--- src/icache_consts.svh ---
// Size and timing constants for the two-way instruction cache.
// Included by the cache package and by any module that sizes arrays.

`ifndef ICACHE_CONSTS_SVH
`define ICACHE_CONSTS_SVH

`define ICACHE_ADDR_W   64
`define ICACHE_SETS     64
`define ICACHE_INDEX_W  6
`define ICACHE_TAG_W    55  // address bits 63 to 9.
`define ICACHE_LINE_W   64
`define ICACHE_INST_W   32

// 3-bit saturating replacement age.
`define ICACHE_AGE_W    3
`define ICACHE_AGE_MAX  7

// cycles from fetch accept to o_inst_valid on a hit.
`define ICACHE_HIT_LAT  2

`endif

--- src/axi_lite_pkg.sv ---
// Bus-side types for the AXI4-Lite read port of the cache.

package axi_lite_pkg;

    typedef logic [63:0] axi_addr_t;
    typedef logic [63:0] axi_data_t;
    typedef logic [1:0]  axi_resp_t;  // OKAY, EXOKAY, SLVERR, DECERR.

endpackage

--- src/icache_pkg.sv ---
// Cache-side types for the instruction cache: address fields, line,
// instruction word, age and the lookup FSM states.

`include "icache_consts.svh"

package icache_pkg;

    typedef logic [`ICACHE_ADDR_W-1:0]  addr_t;
    typedef logic [`ICACHE_TAG_W-1:0]   tag_t;    // addr[63:9].
    typedef logic [`ICACHE_INDEX_W-1:0] index_t;  // addr[8:3].
    typedef logic [`ICACHE_LINE_W-1:0]  line_t;
    typedef logic [`ICACHE_INST_W-1:0]  inst_t;
    typedef logic [`ICACHE_AGE_W-1:0]   age_t;

    // lookup controller states.
    typedef enum logic [2:0] {
        IDLE,
        LOOKUP,
        HIT,
        REFILL,
        FILL
    } ctrl_state_t;

endpackage

--- src/icache_axi_read.sv ---
// AXI4-Lite read master for cache refills.
// A rising refill request starts one AR/R transaction; the single R beat
// comes back as the line together with a one-cycle done pulse.

`timescale 1ns/10ps

module icache_axi_read (
    input  logic                    clk,
    input  logic                    i_rst_n,
    input  logic                    i_req,
    input  axi_lite_pkg::axi_addr_t i_req_addr,
    output logic                    o_done,
    output icache_pkg::line_t       o_line,
    output logic                    o_arvalid,
    output axi_lite_pkg::axi_addr_t o_araddr,
    output logic [2:0]              o_arprot,
    input  logic                    i_arready,
    input  logic                    i_rvalid,
    input  axi_lite_pkg::axi_data_t i_rdata,
    input  axi_lite_pkg::axi_resp_t i_rresp,  // not checked, instruction fetch has no fault path.
    output logic                    o_rready
);

    typedef enum logic [1:0] {
        RD_IDLE,
        RD_ADDR,
        RD_DATA
    } rd_state_t;

    rd_state_t state;
    logic      req_q;

    always_ff @(posedge clk) begin
        if (!i_rst_n) begin
            state  <= RD_IDLE;
            req_q  <= 1'b0;
            o_done <= 1'b0;
        end else begin
            req_q  <= i_req;
            o_done <= 1'b0;
            case (state)
                RD_IDLE: if (i_req && !req_q) state <= RD_ADDR;  // rising edge only.
                RD_ADDR: if (i_arready) state <= RD_DATA;
                RD_DATA: begin
                    if (i_rvalid) begin
                        state  <= RD_IDLE;
                        o_done <= 1'b1;
                    end
                end
                default: state <= RD_IDLE;
            endcase
        end
    end

    always_ff @(posedge clk) begin
        if ((state == RD_IDLE) && i_req && !req_q)
            o_araddr <= i_req_addr;
        if ((state == RD_DATA) && i_rvalid)
            o_line <= i_rdata;
    end

    assign o_arvalid = (state == RD_ADDR);
    assign o_arprot  = 3'b000;  // unprivileged, secure, data.
    assign o_rready  = (state == RD_DATA);

endmodule

--- config.mk ---
export PLATFORM = sky130hd
export DESIGN_NAME = icache_axi_read
export DESIGN_NICKNAME = d
export VERILOG_FILES = /design/src/axi_lite_pkg.sv /design/src/icache_pkg.sv /design/src/icache_axi_read.sv
export VERILOG_INCLUDE_DIRS = /design/src
export SDC_FILE = /design/constraint.sdc
export NUM_CORES = 1
export LEC_CHECK = 0
export BUFFER_PORTS_ARGS = -buffer_cell sky130_fd_sc_hd__buf_2
export CAP_MARGIN = 20
export CORE_UTILIZATION = 37
export DETAILED_ROUTE_END_ITERATION = 10
export GPL_TIMING_DRIVEN = 0
export HOLD_SLACK_MARGIN = 0.08
export PLACE_DENSITY = 0.75
export SETUP_SLACK_MARGIN = 0.5
export SLEW_MARGIN = 0
export SYNTH_ARGS = -nofsm -noshare
export SYNTH_HDL_FRONTEND = slang
export SYNTH_SLANG_ARGS = --single-unit
export TNS_END_PERCENT = 30
--- constraint.sdc ---
create_clock -name clk -period 7.5 [get_ports clk]
set_clock_uncertainty 0.1 [all_clocks]
set_input_delay 0.75 -clock clk [delete_from_list [all_inputs] [get_ports clk]]
set_output_delay 0.75 -clock clk [all_outputs]
set_load 0.01 [all_outputs]
==> impl_metrics.tcl <==
set metrics [dict create \
    outcome "finished clean" \
    area_delta_synth_final_pct 54.5 \
    netlist_area_um2 4040 \
    dp_slack_ns 5.25 \
    die_x_um 107 \
    rows 37 \
    fillers 816 \
    period_minus_slack_ns 2.17 \
    cap_violations 0 \
    htree_levels 4 \
    postSynthCellCount 149 \
    cts.clk_slew.worst_paths_ns 0.06 \
    slew_viol_final 0 \
    synth-seq-area-share_pct 97.1 \
    slew_headroom_pct 55.7 \
    end_kind "output port" \
    netlist.area_leader.share_pct 95.1 \
    antenna_cells 0 \
    ctsResizeCount 0 \
    required_ns 6.65 \
    r2r_slack_ns 5.58 \
    setup-violations-final 0 \
    finish.instance_area_um2 6250 \
    cts_root_buf "clkbuf_8" \
    clkLatencyLatePin_ns 0.50 \
    drt-initial-drc-count 98 \
    cts_inserted_buffers 17 \
    die_area_um2 11300 \
    post-route-drc-count 0 \
    portBuffers 263 \
    hold_viol 0 \
    post_drt_wl_per_cell_um 16.4 \
    synth.area.top_cells "edfxtp_1 95%, dfxtp_1 2.0%, buf_4 0.56%, or3b_1 0.43%, and2_1 0.31%" \
    max_freq_ghz 0.462 \
    rsz0062_at_grt "no" \
    finalPower_mw 1.80 \
    syn_area_per_cell_um2 27.1 \
    p_leak_nw 2.66 \
    firstDrtPassIters 6 \
    cp_max_fo 6 \
    routed_wl_mm 9.64 \
    setup_ws_ns 5.33 \
    grt_usage_pct 17.1 \
    antenna_found_initial 0 \
    ctsHoldBuffers 0 \
    initial_core_util_pct 38.6 \
    grt_max_degree 45 \
    postCtsSetupRepairBufs 0 \
    worst_pin_slew_ns 0.661 \
    crit_path_start_kind "flip-flop" \
    die_y_um 107 \
    hp-class "in2reg" \
    grt_pass1_vias 2641 \
    stdcell_count 587 \
    drive_above_1_share_pct 67.4 \
    yosysWarnings 0 \
    path_class "reg2out" \
    power.density_nw_per_um2 289 \
    place_area_um2 5630 \
    ys_ff_latch 132 \
    arrival_ns 1.32 \
    avgViaCountPerCell 4.32 \
    cts_tree "built" \
    finalCritPeriodShare_pct 28.9 \
    route.antenna.remaining_nets 0 \
    grt_pass1_wl_mm 13.6 \
    ys_types 15 \
    netlist.top_cell.by_area "edfxtp_1" \
    cts.path.max_buffers 2 \
    ir_worst_vdd_v 0.000150 \
    dp_cells 555 \
    fin_nets 573 \
    overflow 0 \
    place_hpwl_mm 7.30 \
    whs_ns 0.314 \
    place.gp.congestion 0.731 \
    top_level_ports 269 \
    numClockSinks 132 \
    core_area_um2 10500 \
    final_util_pct 59.7 \
    tns_ns 0 \
    vias 2538 \
]
-- synthesized netlist by cell type --
library cell	instances
buf_4	3
edfxtp_1	128
nor4b_1	1
a21boi_1	1
and2_1	2
dfxtp_1	4
or2b_1	1
or3b_1	2
and3_1	1
nor2b_1	1
conb_1	1
a21oi_1	1
nand2b_1	1
nand3b_1	1
and2b_1	1
-- critical path, cell delays in order (launching register included) --
cell     delay [ns]
dfxtp_1        0.44
nor2b_1        0.21
buf_2          0.16
-- cell usage in the layout (no fill, tap or decap), types with 2 or more instances in the layout --
master,count
buf_2,263
edfxtp_1,128
clkbuf_16,16
inv_6,5
bufinv_16,4
dfxtp_1,4
buf_4,3
conb_1,3
clkinvlp_4,3
buf_8,3
or3b_1,2
-- worst paths after layout --
check / startpoint / end / depth (start not counted)
max: state[1] / o_rready / 2
min reg2reg: state[0] / state[1] / 2
min: i_req_addr[7] / o_araddr[7] / 1
max reg2reg: state[1] / o_line[8] / 3
-- flip-flops by register name, indices dropped and copies added (netlist names) --
signal / flops
o_araddr: 64
o_line: 64
state: 2
o_done: 1
req_q: 1
-- where the power goes --
part	leakage, nW	switching [mW]	internal (mW)
clock	0.293	0.308	0.545
sequential	1.22	0.00715	0.843
combinational	1.15	0.0509	0.0484
total	2.66	0.366	1.44
-- area by class of cell --
| class | instances | area (um^2) | share of cell area, % |
|---|---|---|---|
| clock buffer | 18 | 418 | 6.69 |
| sequential | 132 | 3920 | 62.8 |
| multi-input combinational | 16 | 120 | 1.92 |
| clock inverter | 14 | 200 | 3.20 |
| tap | 136 | 170 | 2.72 |
| buffer | 3 | 22.5 | 0.361 |
| timing repair buffer | 268 | 1390 | 22.3 |
-- per-layer routing --
layer / GRT usage, % / wire length (um)
met1: 17.7 / 3390
met2: 28.6 / 4920
met3: 8.15 / 1140
met4: 9.49 / 194
met5: 0 / 0
-- logic make-up (layout without fill, tap and decap cells) --
logic type	Yosys count	after routing	synth area share, %
AO/OA/AOI/OAI	2	2	0.309
buffers and inverters	3	303	0.557
flip-flops	132	132	97.1
AND/OR/NAND/NOR	11	11	1.98
other	1	3	0.0928
No activity file was read; power rests on OpenSTA's default activity.
