==> src/icache_consts.svh <==
// Size and timing constants for the two-way instruction cache.
// Included by the cache package and by any module that sizes arrays.

`ifndef ICACHE_CONSTS_SVH
`define ICACHE_CONSTS_SVH

`define ICACHE_ADDR_W   64
`define ICACHE_SETS     64
`define ICACHE_INDEX_W  6
`define ICACHE_TAG_W    55  // address bits 63 to 9.
`define ICACHE_LINE_W   64
`define ICACHE_INST_W   32

// 3-bit saturating replacement age.
`define ICACHE_AGE_W    3
`define ICACHE_AGE_MAX  7

// cycles from fetch accept to o_inst_valid on a hit.
`define ICACHE_HIT_LAT  2

`endif

==> src/icache_pkg.sv <==
// Cache-side types for the instruction cache: address fields, line,
// instruction word, age and the lookup FSM states.

`include "icache_consts.svh"

package icache_pkg;

    typedef logic [`ICACHE_ADDR_W-1:0]  addr_t;
    typedef logic [`ICACHE_TAG_W-1:0]   tag_t;    // addr[63:9].
    typedef logic [`ICACHE_INDEX_W-1:0] index_t;  // addr[8:3].
    typedef logic [`ICACHE_LINE_W-1:0]  line_t;
    typedef logic [`ICACHE_INST_W-1:0]  inst_t;
    typedef logic [`ICACHE_AGE_W-1:0]   age_t;

    // lookup controller states.
    typedef enum logic [2:0] {
        IDLE,
        LOOKUP,
        HIT,
        REFILL,
        FILL
    } ctrl_state_t;

endpackage

==> src/icache_ctrl.sv <==
// Lookup controller for the two-way instruction cache.
// Compares both tags, picks the word by address bit 2, keeps per-set
// ages and chooses the victim way for a refill. One fetch at a time.

`timescale 1ns/10ps
`include "icache_consts.svh"

module icache_ctrl (
    input  logic                clk,
    input  logic                i_rst_n,
    input  logic                i_fetch_valid,
    input  icache_pkg::addr_t   i_fetch_addr,
    output logic                o_fetch_ready,
    output logic                o_inst_valid,
    output icache_pkg::inst_t   o_inst_data,
    input  logic                i_inst_ready,
    output icache_pkg::index_t  o_index,
    output logic                o_wr_en0,
    output logic                o_wr_en1,
    output icache_pkg::tag_t    o_wr_tag,
    output icache_pkg::line_t   o_wr_line,
    input  icache_pkg::tag_t    i_tag0,
    input  icache_pkg::tag_t    i_tag1,
    input  logic                i_valid0,
    input  logic                i_valid1,
    input  icache_pkg::line_t   i_line0,
    input  icache_pkg::line_t   i_line1,
    output logic                o_refill_req,
    output icache_pkg::addr_t   o_refill_addr,
    input  logic                i_refill_done,
    input  icache_pkg::line_t   i_refill_line
);

    icache_pkg::ctrl_state_t state, state_nxt;
    icache_pkg::addr_t       addr_q;
    icache_pkg::line_t       fill_line_q;
    icache_pkg::line_t       sel_line;
    icache_pkg::tag_t        tag_q;
    icache_pkg::index_t      index_q;
    icache_pkg::age_t        age0 [`ICACHE_SETS];
    icache_pkg::age_t        age1 [`ICACHE_SETS];
    logic                    accept;
    logic                    hit0, hit1;
    logic                    hit_way_q;
    logic                    victim, victim_q;

    assign tag_q   = addr_q[`ICACHE_ADDR_W-1 -: `ICACHE_TAG_W];
    assign index_q = addr_q[`ICACHE_INDEX_W+2:3];

    assign o_fetch_ready = (state == icache_pkg::IDLE);
    assign accept        = i_fetch_valid && o_fetch_ready;

    // the ways latch the incoming index on the accepting edge.
    assign o_index = (state == icache_pkg::IDLE) ? i_fetch_addr[`ICACHE_INDEX_W+2:3] : index_q;

    assign hit0 = i_valid0 && (i_tag0 == tag_q);
    assign hit1 = i_valid1 && (i_tag1 == tag_q);

    // invalid way 0, invalid way 1, then the older way; ties go to way 0.
    always_comb begin
        if (!i_valid0)
            victim = 1'b0;
        else if (!i_valid1)
            victim = 1'b1;
        else
            victim = (age1[index_q] > age0[index_q]);
    end

    always_ff @(posedge clk) begin
        if (!i_rst_n)
            state <= icache_pkg::IDLE;
        else
            state <= state_nxt;
    end

    always_comb begin
        state_nxt = state;
        case (state)
            icache_pkg::IDLE:   if (accept) state_nxt = icache_pkg::LOOKUP;
            icache_pkg::LOOKUP: state_nxt = (hit0 || hit1) ? icache_pkg::HIT : icache_pkg::REFILL;
            icache_pkg::HIT:    if (i_inst_ready) state_nxt = icache_pkg::IDLE;
            icache_pkg::REFILL: if (i_refill_done) state_nxt = icache_pkg::FILL;
            icache_pkg::FILL:   state_nxt = icache_pkg::LOOKUP;
            default:            state_nxt = icache_pkg::IDLE;
        endcase
    end

    always_ff @(posedge clk) begin
        if (accept)
            addr_q <= i_fetch_addr;
        if (state == icache_pkg::LOOKUP) begin
            hit_way_q <= hit1;
            victim_q  <= victim;  // only used when this lookup misses.
        end
        if (i_refill_done)
            fill_line_q <= i_refill_line;
    end

    // way outputs hold in HIT since the index does not change.
    assign sel_line     = hit_way_q ? i_line1 : i_line0;
    assign o_inst_valid = (state == icache_pkg::HIT);
    assign o_inst_data  = addr_q[2] ? sel_line[`ICACHE_LINE_W-1 -: `ICACHE_INST_W]
                                    : sel_line[`ICACHE_INST_W-1:0];

    assign o_refill_req  = (state == icache_pkg::REFILL) && !i_refill_done;
    assign o_refill_addr = {addr_q[`ICACHE_ADDR_W-1:3], 3'b000};

    assign o_wr_en0  = (state == icache_pkg::FILL) && !victim_q;
    assign o_wr_en1  = (state == icache_pkg::FILL) && victim_q;
    assign o_wr_tag  = tag_q;
    assign o_wr_line = fill_line_q;

    // ages grow on each accepted fetch; a hit or a fill makes that way young.
    always_ff @(posedge clk) begin
        if (!i_rst_n) begin
            for (int s = 0; s < `ICACHE_SETS; s++) begin
                age0[s] <= '0;
                age1[s] <= '0;
            end
        end else begin
            if (accept) begin
                for (int s = 0; s < `ICACHE_SETS; s++) begin
                    if (age0[s] != icache_pkg::age_t'(`ICACHE_AGE_MAX))
                        age0[s] <= age0[s] + icache_pkg::age_t'(1);
                    if (age1[s] != icache_pkg::age_t'(`ICACHE_AGE_MAX))
                        age1[s] <= age1[s] + icache_pkg::age_t'(1);
                end
            end
            if (((state == icache_pkg::LOOKUP) && hit0) || o_wr_en0)
                age0[index_q] <= '0;
            if (((state == icache_pkg::LOOKUP) && hit1) || o_wr_en1)
                age1[index_q] <= '0;
        end
    end

endmodule

==> config.mk <==
export PLATFORM = sky130hd
export DESIGN_NAME = icache_ctrl
export DESIGN_NICKNAME = d
export VERILOG_FILES = /design/src/icache_pkg.sv /design/src/icache_ctrl.sv
export VERILOG_INCLUDE_DIRS = /design/src
export SDC_FILE = /design/constraint.sdc
export NUM_CORES = 1
export LEC_CHECK = 0
export ABC_CLOCK_PERIOD_IN_PS = 3970
export BUFFER_PORTS_ARGS = -buffer_cell sky130_fd_sc_hd__buf_2
export CORE_ASPECT_RATIO = 1.1
export CORE_MARGIN = 3
export CORE_UTILIZATION = 58
export CTS_BUF_LIST = sky130_fd_sc_hd__clkbuf_4 sky130_fd_sc_hd__clkbuf_8
export DETAILED_ROUTE_END_ITERATION = 16
export PLACE_DENSITY = 0.81
export SLEW_MARGIN = 10
export SYNTH_ARGS = -nofsm -noshare
export SYNTH_HDL_FRONTEND = slang
export SYNTH_SLANG_ARGS = --single-unit
==> constraint.sdc <==
create_clock -name clk -period 3.97 [get_ports clk]
set_clock_uncertainty 0.1 [all_clocks]
set_input_delay 0.1985 -clock clk [delete_from_list [all_inputs] [get_ports clk]]
set_output_delay 0.1985 -clock clk [all_outputs]
set_load 0.02 [all_outputs]
==> results <==
- In this run the critical register-to-register path is captured at victim_q.
- The pin count of the biggest net entering global routing is 160.
- Counting flops and latches in the post-synthesis netlist gives 521.
- The global-route met1 utilization is 42.80%.
- After the last flow step, the layout net total stands at 4008.
- The detailed placer's ending HPWL is 88.74 mm.
- The number of global-route vias before repair is 26060.
- The end point of the most critical hold path is o_wr_line[0].
- Global routing used 41.34% of the available tracks.
- Data arrives at the worst endpoint at 3.84 ns.
- For this run, design rule violations remaining after detail routing come to 0.
- From synthesis to final layout, the design area changed by 20.08%.
- The number of antenna violations at the first check in global routing is 26.
- The number of sinks on the clock net is 521.
- The number of placed instances, taps included, is 3813.
- Buffers inserted during clock tree synthesis total 86.
- Dividing the synthesized area by the synthesized cell count gives 10.67 um^2.
- For this run, the share of the core covered by cells in the final layout is 71.16%.
- Clock-pin slew was measured on the worst setup and hold paths at 0.06 ns.
- After detailed routing, the total wire length is 115.1 mm.
- The congestion estimate from routability-driven global placement came to 1.086.
- The detailed-route via count is 25300.
- The switching part of the total is 33.62%.
- The detail route stage leaves a number of antenna-violating nets equal to 0.
- The internal cell power is 11.03 mW.
- The share of total power dissipated in the clock network is 31.0%.
- Counting cells, the worst reg-to-reg path comes to 11.
- The worst pin sits at a relative slew slack of 29.73%.
- Summed over all failing endpoints, the final setup total negative slack is 0 ns.
- On the final layout, the worst hold slack is 0.1032 ns.
- The number of filler instances in the final layout is 3547.
- The library cell used as clock root buffer is sky130_fd_sc_hd__clkbuf_8.
- The total die area is 0.05444 mm^2.
- In this run the worst path has a maximum fanout of 30.
- For this run, the detailed router's first-pass iteration total came to 8.
- The type of the worst setup path is reg2reg.
- The busiest layer in global routing is met2.
- The worst endpoint required time is 4.29 ns.
- Max-cap violations in this run came to 0.
- The leakage power figure is 16.91 nW.
- After layout, the worst path uses 88.84% of the clock period.
- The largest voltage drop on the vdd net is 370.2 uV.
- The cell count after synthesis came out at 2808.
- Gates resized during post-CTS repair numbered 0.
- The flow ran to the end, and the final reports show no timing, DRC or antenna violations.
- The worst hold path passes through 2 cells.
- The number of buffers inserted by port buffering is 593.
- For this run, asynchronously set or reset flops after synthesis account for 0%.
- For this block, the initial DRC count from the detailed router was 2351.
- Power spread over the standard cell area amounts to 461.6 mW/mm^2.
- The die is 222.7 um wide.
- The average via count per standard cell is 6.135.
- TritonCTS built the clock tree.
- In this run the core area contains 86 standard-cell rows.
- The combinational fraction of design power is 27.8%.
- The finished layout holds 4124 standard cells, fillers aside.
- The min-delay analysis places its worst path in the category in2reg.
- The first global-routing pass estimated 166.0 mm of wire.
- The setup-violating endpoint count in the final report is 0.
- For the pin with the worst max-slew slack, the measured transition is 1.054 ns.
- The largest buffer count on any clock path is 3.
- The total number of yosys warnings is 0.
- The clock latency on the worst-skew pair is 0.68 ns.
- The netlist area before placement is 0.02997 mm^2.
- Per report_power, the sequential group accounts for 41.3% of the total.
- The met2 global-route usage is 69.18%.
- For this run, global-route usage on met3 was measured as 13.33%.
- The final number of max-transition violations came to 0.
- The critical path launch point type is a register.
- The critical hold path startpoint is i_refill_line[0].
- The core region is 0.05057 mm^2.
- The H-tree depth reported by CTS is 3.
- In this run, synthesis inferred 128 flip-flops with an integrated enable.
- The number of hold violations in the final report is 0.
- The share of the yosys chip area belonging to registers is 39.07%.
- In the final layout, the share of cells above drive strength 1 is 35.35%.
- The highest clock rate is 283.5 MHz.
- Dividing the detail-routed wire length by the instance count gives 27.92 um.
- The net load switching power is 5.586 mW.
- The setup check on the worst reg-to-reg path leaves a slack of 0.44 ns.
- For the finished layout, the period the worst path requires is 3.527 ns.
- The height of the die is 244.4 um.
- Pin placement for this block handled 599 I/O pins.
- Setup repair after global routing left no endpoint under its margin.
- STA classifies the critical path endpoint as a register.
- The distinct cell type count after synthesis is 47.
- The starting utilization of the core area is 59.26%.
- The leading register cell type out of synthesis is sky130_fd_sc_hd__dfxtp_1.
- The total overflow left after global routing is 0.
-- cell type report --
class,instances,area (um^2),share of cell area [%]
Clock inverter,23,191.4,0.5319
Antenna cell,18,45.04,0.1252
Clock buffer,135,1695,4.711
Tap cell,660,825.8,2.295
Sequential cell,521,11720,32.56
Inverter,12,45.04,0.1252
Timing Repair Buffer,769,4825,13.41
Multi-Input combinational cell,1986,16640,46.24
-- placed cells by master (no fill, tap or decap), types with 135 or more instances in the layout --
cell / n
sky130_fd_sc_hd__nor2_1: 172
sky130_fd_sc_hd__buf_2: 592
sky130_fd_sc_hd__dlygate4sd3_1: 135
sky130_fd_sc_hd__mux4_2: 152
sky130_fd_sc_hd__a21oi_1: 384
sky130_fd_sc_hd__xor2_1: 136
sky130_fd_sc_hd__mux2_2: 268
sky130_fd_sc_hd__ha_1: 259
sky130_fd_sc_hd__dfxtp_1: 391
sky130_fd_sc_hd__nand2_1: 398
-- registers in the layout, indices dropped and copies added (netlist names), named ones only --
register and cells:
addr_q 62, age0 192, age1 192, hit_way_q 1, o_wr_line 64, state 3, victim_q 1
-- critical path, cell delays in order (launching register included) --
cell and delay (ns):
sky130_fd_sc_hd__dfxtp_4 0.40, sky130_fd_sc_hd__buf_12 0.24, sky130_fd_sc_hd__mux4_2 0.56, sky130_fd_sc_hd__mux4_2 0.52, sky130_fd_sc_hd__a22oi_1 0.27, sky130_fd_sc_hd__nand2_1 0.11
sky130_fd_sc_hd__ha_1 0.32, sky130_fd_sc_hd__nor2b_1 0.13, sky130_fd_sc_hd__o21a_1 0.15, sky130_fd_sc_hd__o21ai_0 0.17, sky130_fd_sc_hd__buf_4 0.17, sky130_fd_sc_hd__a21boi_0 0.08
-- timing repair --
item                                   CTS  global route
setup buffers                            0             0
hold buffers                           135             0
endpoints found under the hold margin  142             0
-- kinds of logic after synthesis --
| logic type | synth area share, % |
|---|---|
| mux | 21.49 |
| compound gates | 7.364 |
| flops | 39.07 |
| buf+inv | 5.561 |
| simple gates | 9.138 |
| xor+xnor | 6.546 |
| fa+ha+maj | 10.81 |
| other cells | 0.01251 |
-- metrics by stage --
| stage | area, um^2 | setup WS [ns] | power, mW |
|---|---|---|---|
| global placement | 32710 | 0.4832 | 11.00 |
| floorplan | 29980 | 0.6934 | 9.734 |
| CTS | 35940 | 0.4555 | 16.51 |
| finish | 35990 | 0.4431 | 16.61 |
| global route | 35960 | 0.3033 | 17.25 |
| detailed placement | 32710 | 0.4804 | 11.31 |
-- power groups by stage --
stage,Combinational (mW),Sequential (mW),Clock [mW]
2_1_floorplan,3.08,6.65,0
6_report,4.61,6.85,5.15
5_1_grt,4.92,6.90,5.43
4_1_cts,4.53,6.82,5.15
3_3_place_gp,4.13,6.87,0
3_5_place_dp,4.38,6.93,0
-- layer usage --
metal | vias up | share of wire (%)
met2 | 1423 | 48
met5 | - | 0.11
met4 | 20 | 8.9
met1 | 12371 | 33
met3 | 371 | 10
li1 | 11115 | -
-- cell usage after synthesis (all sizes together), types with 6 or more instances --
cell / count / share of area [%]
nor2: 172 / 2.2
nand2: 399 / 5.0
inv: 11 / 0.14
dfxtp: 393 / 26
a22oi: 6 / 0.15
nand4: 40 / 0.83
xor2: 136 / 4.0
a22o: 7 / 0.20
mux2: 268 / 10
buf: 174 / 3.9
clkbuf: 117 / 1.5
mux4: 152 / 11
xnor2: 88 / 2.6
ha: 259 / 11
o21ai: 6 / 0.10
nand2b: 7 / 0.15
nor4: 12 / 0.27
a21oi: 384 / 6.4
edfxtp: 128 / 13
nor2b: 14 / 0.29
-- how the worst max path moves through the flow --
stage                   from  endpoint  slack [ns]
global route        register  victim_q        0.30
detailed placement  register  victim_q        0.48
finish              register  victim_q        0.44
global placement    register  victim_q        0.48
floorplan           register  victim_q        0.69
CTS                 register  victim_q        0.46
Note: power is estimated with default switching activity, not from simulation.
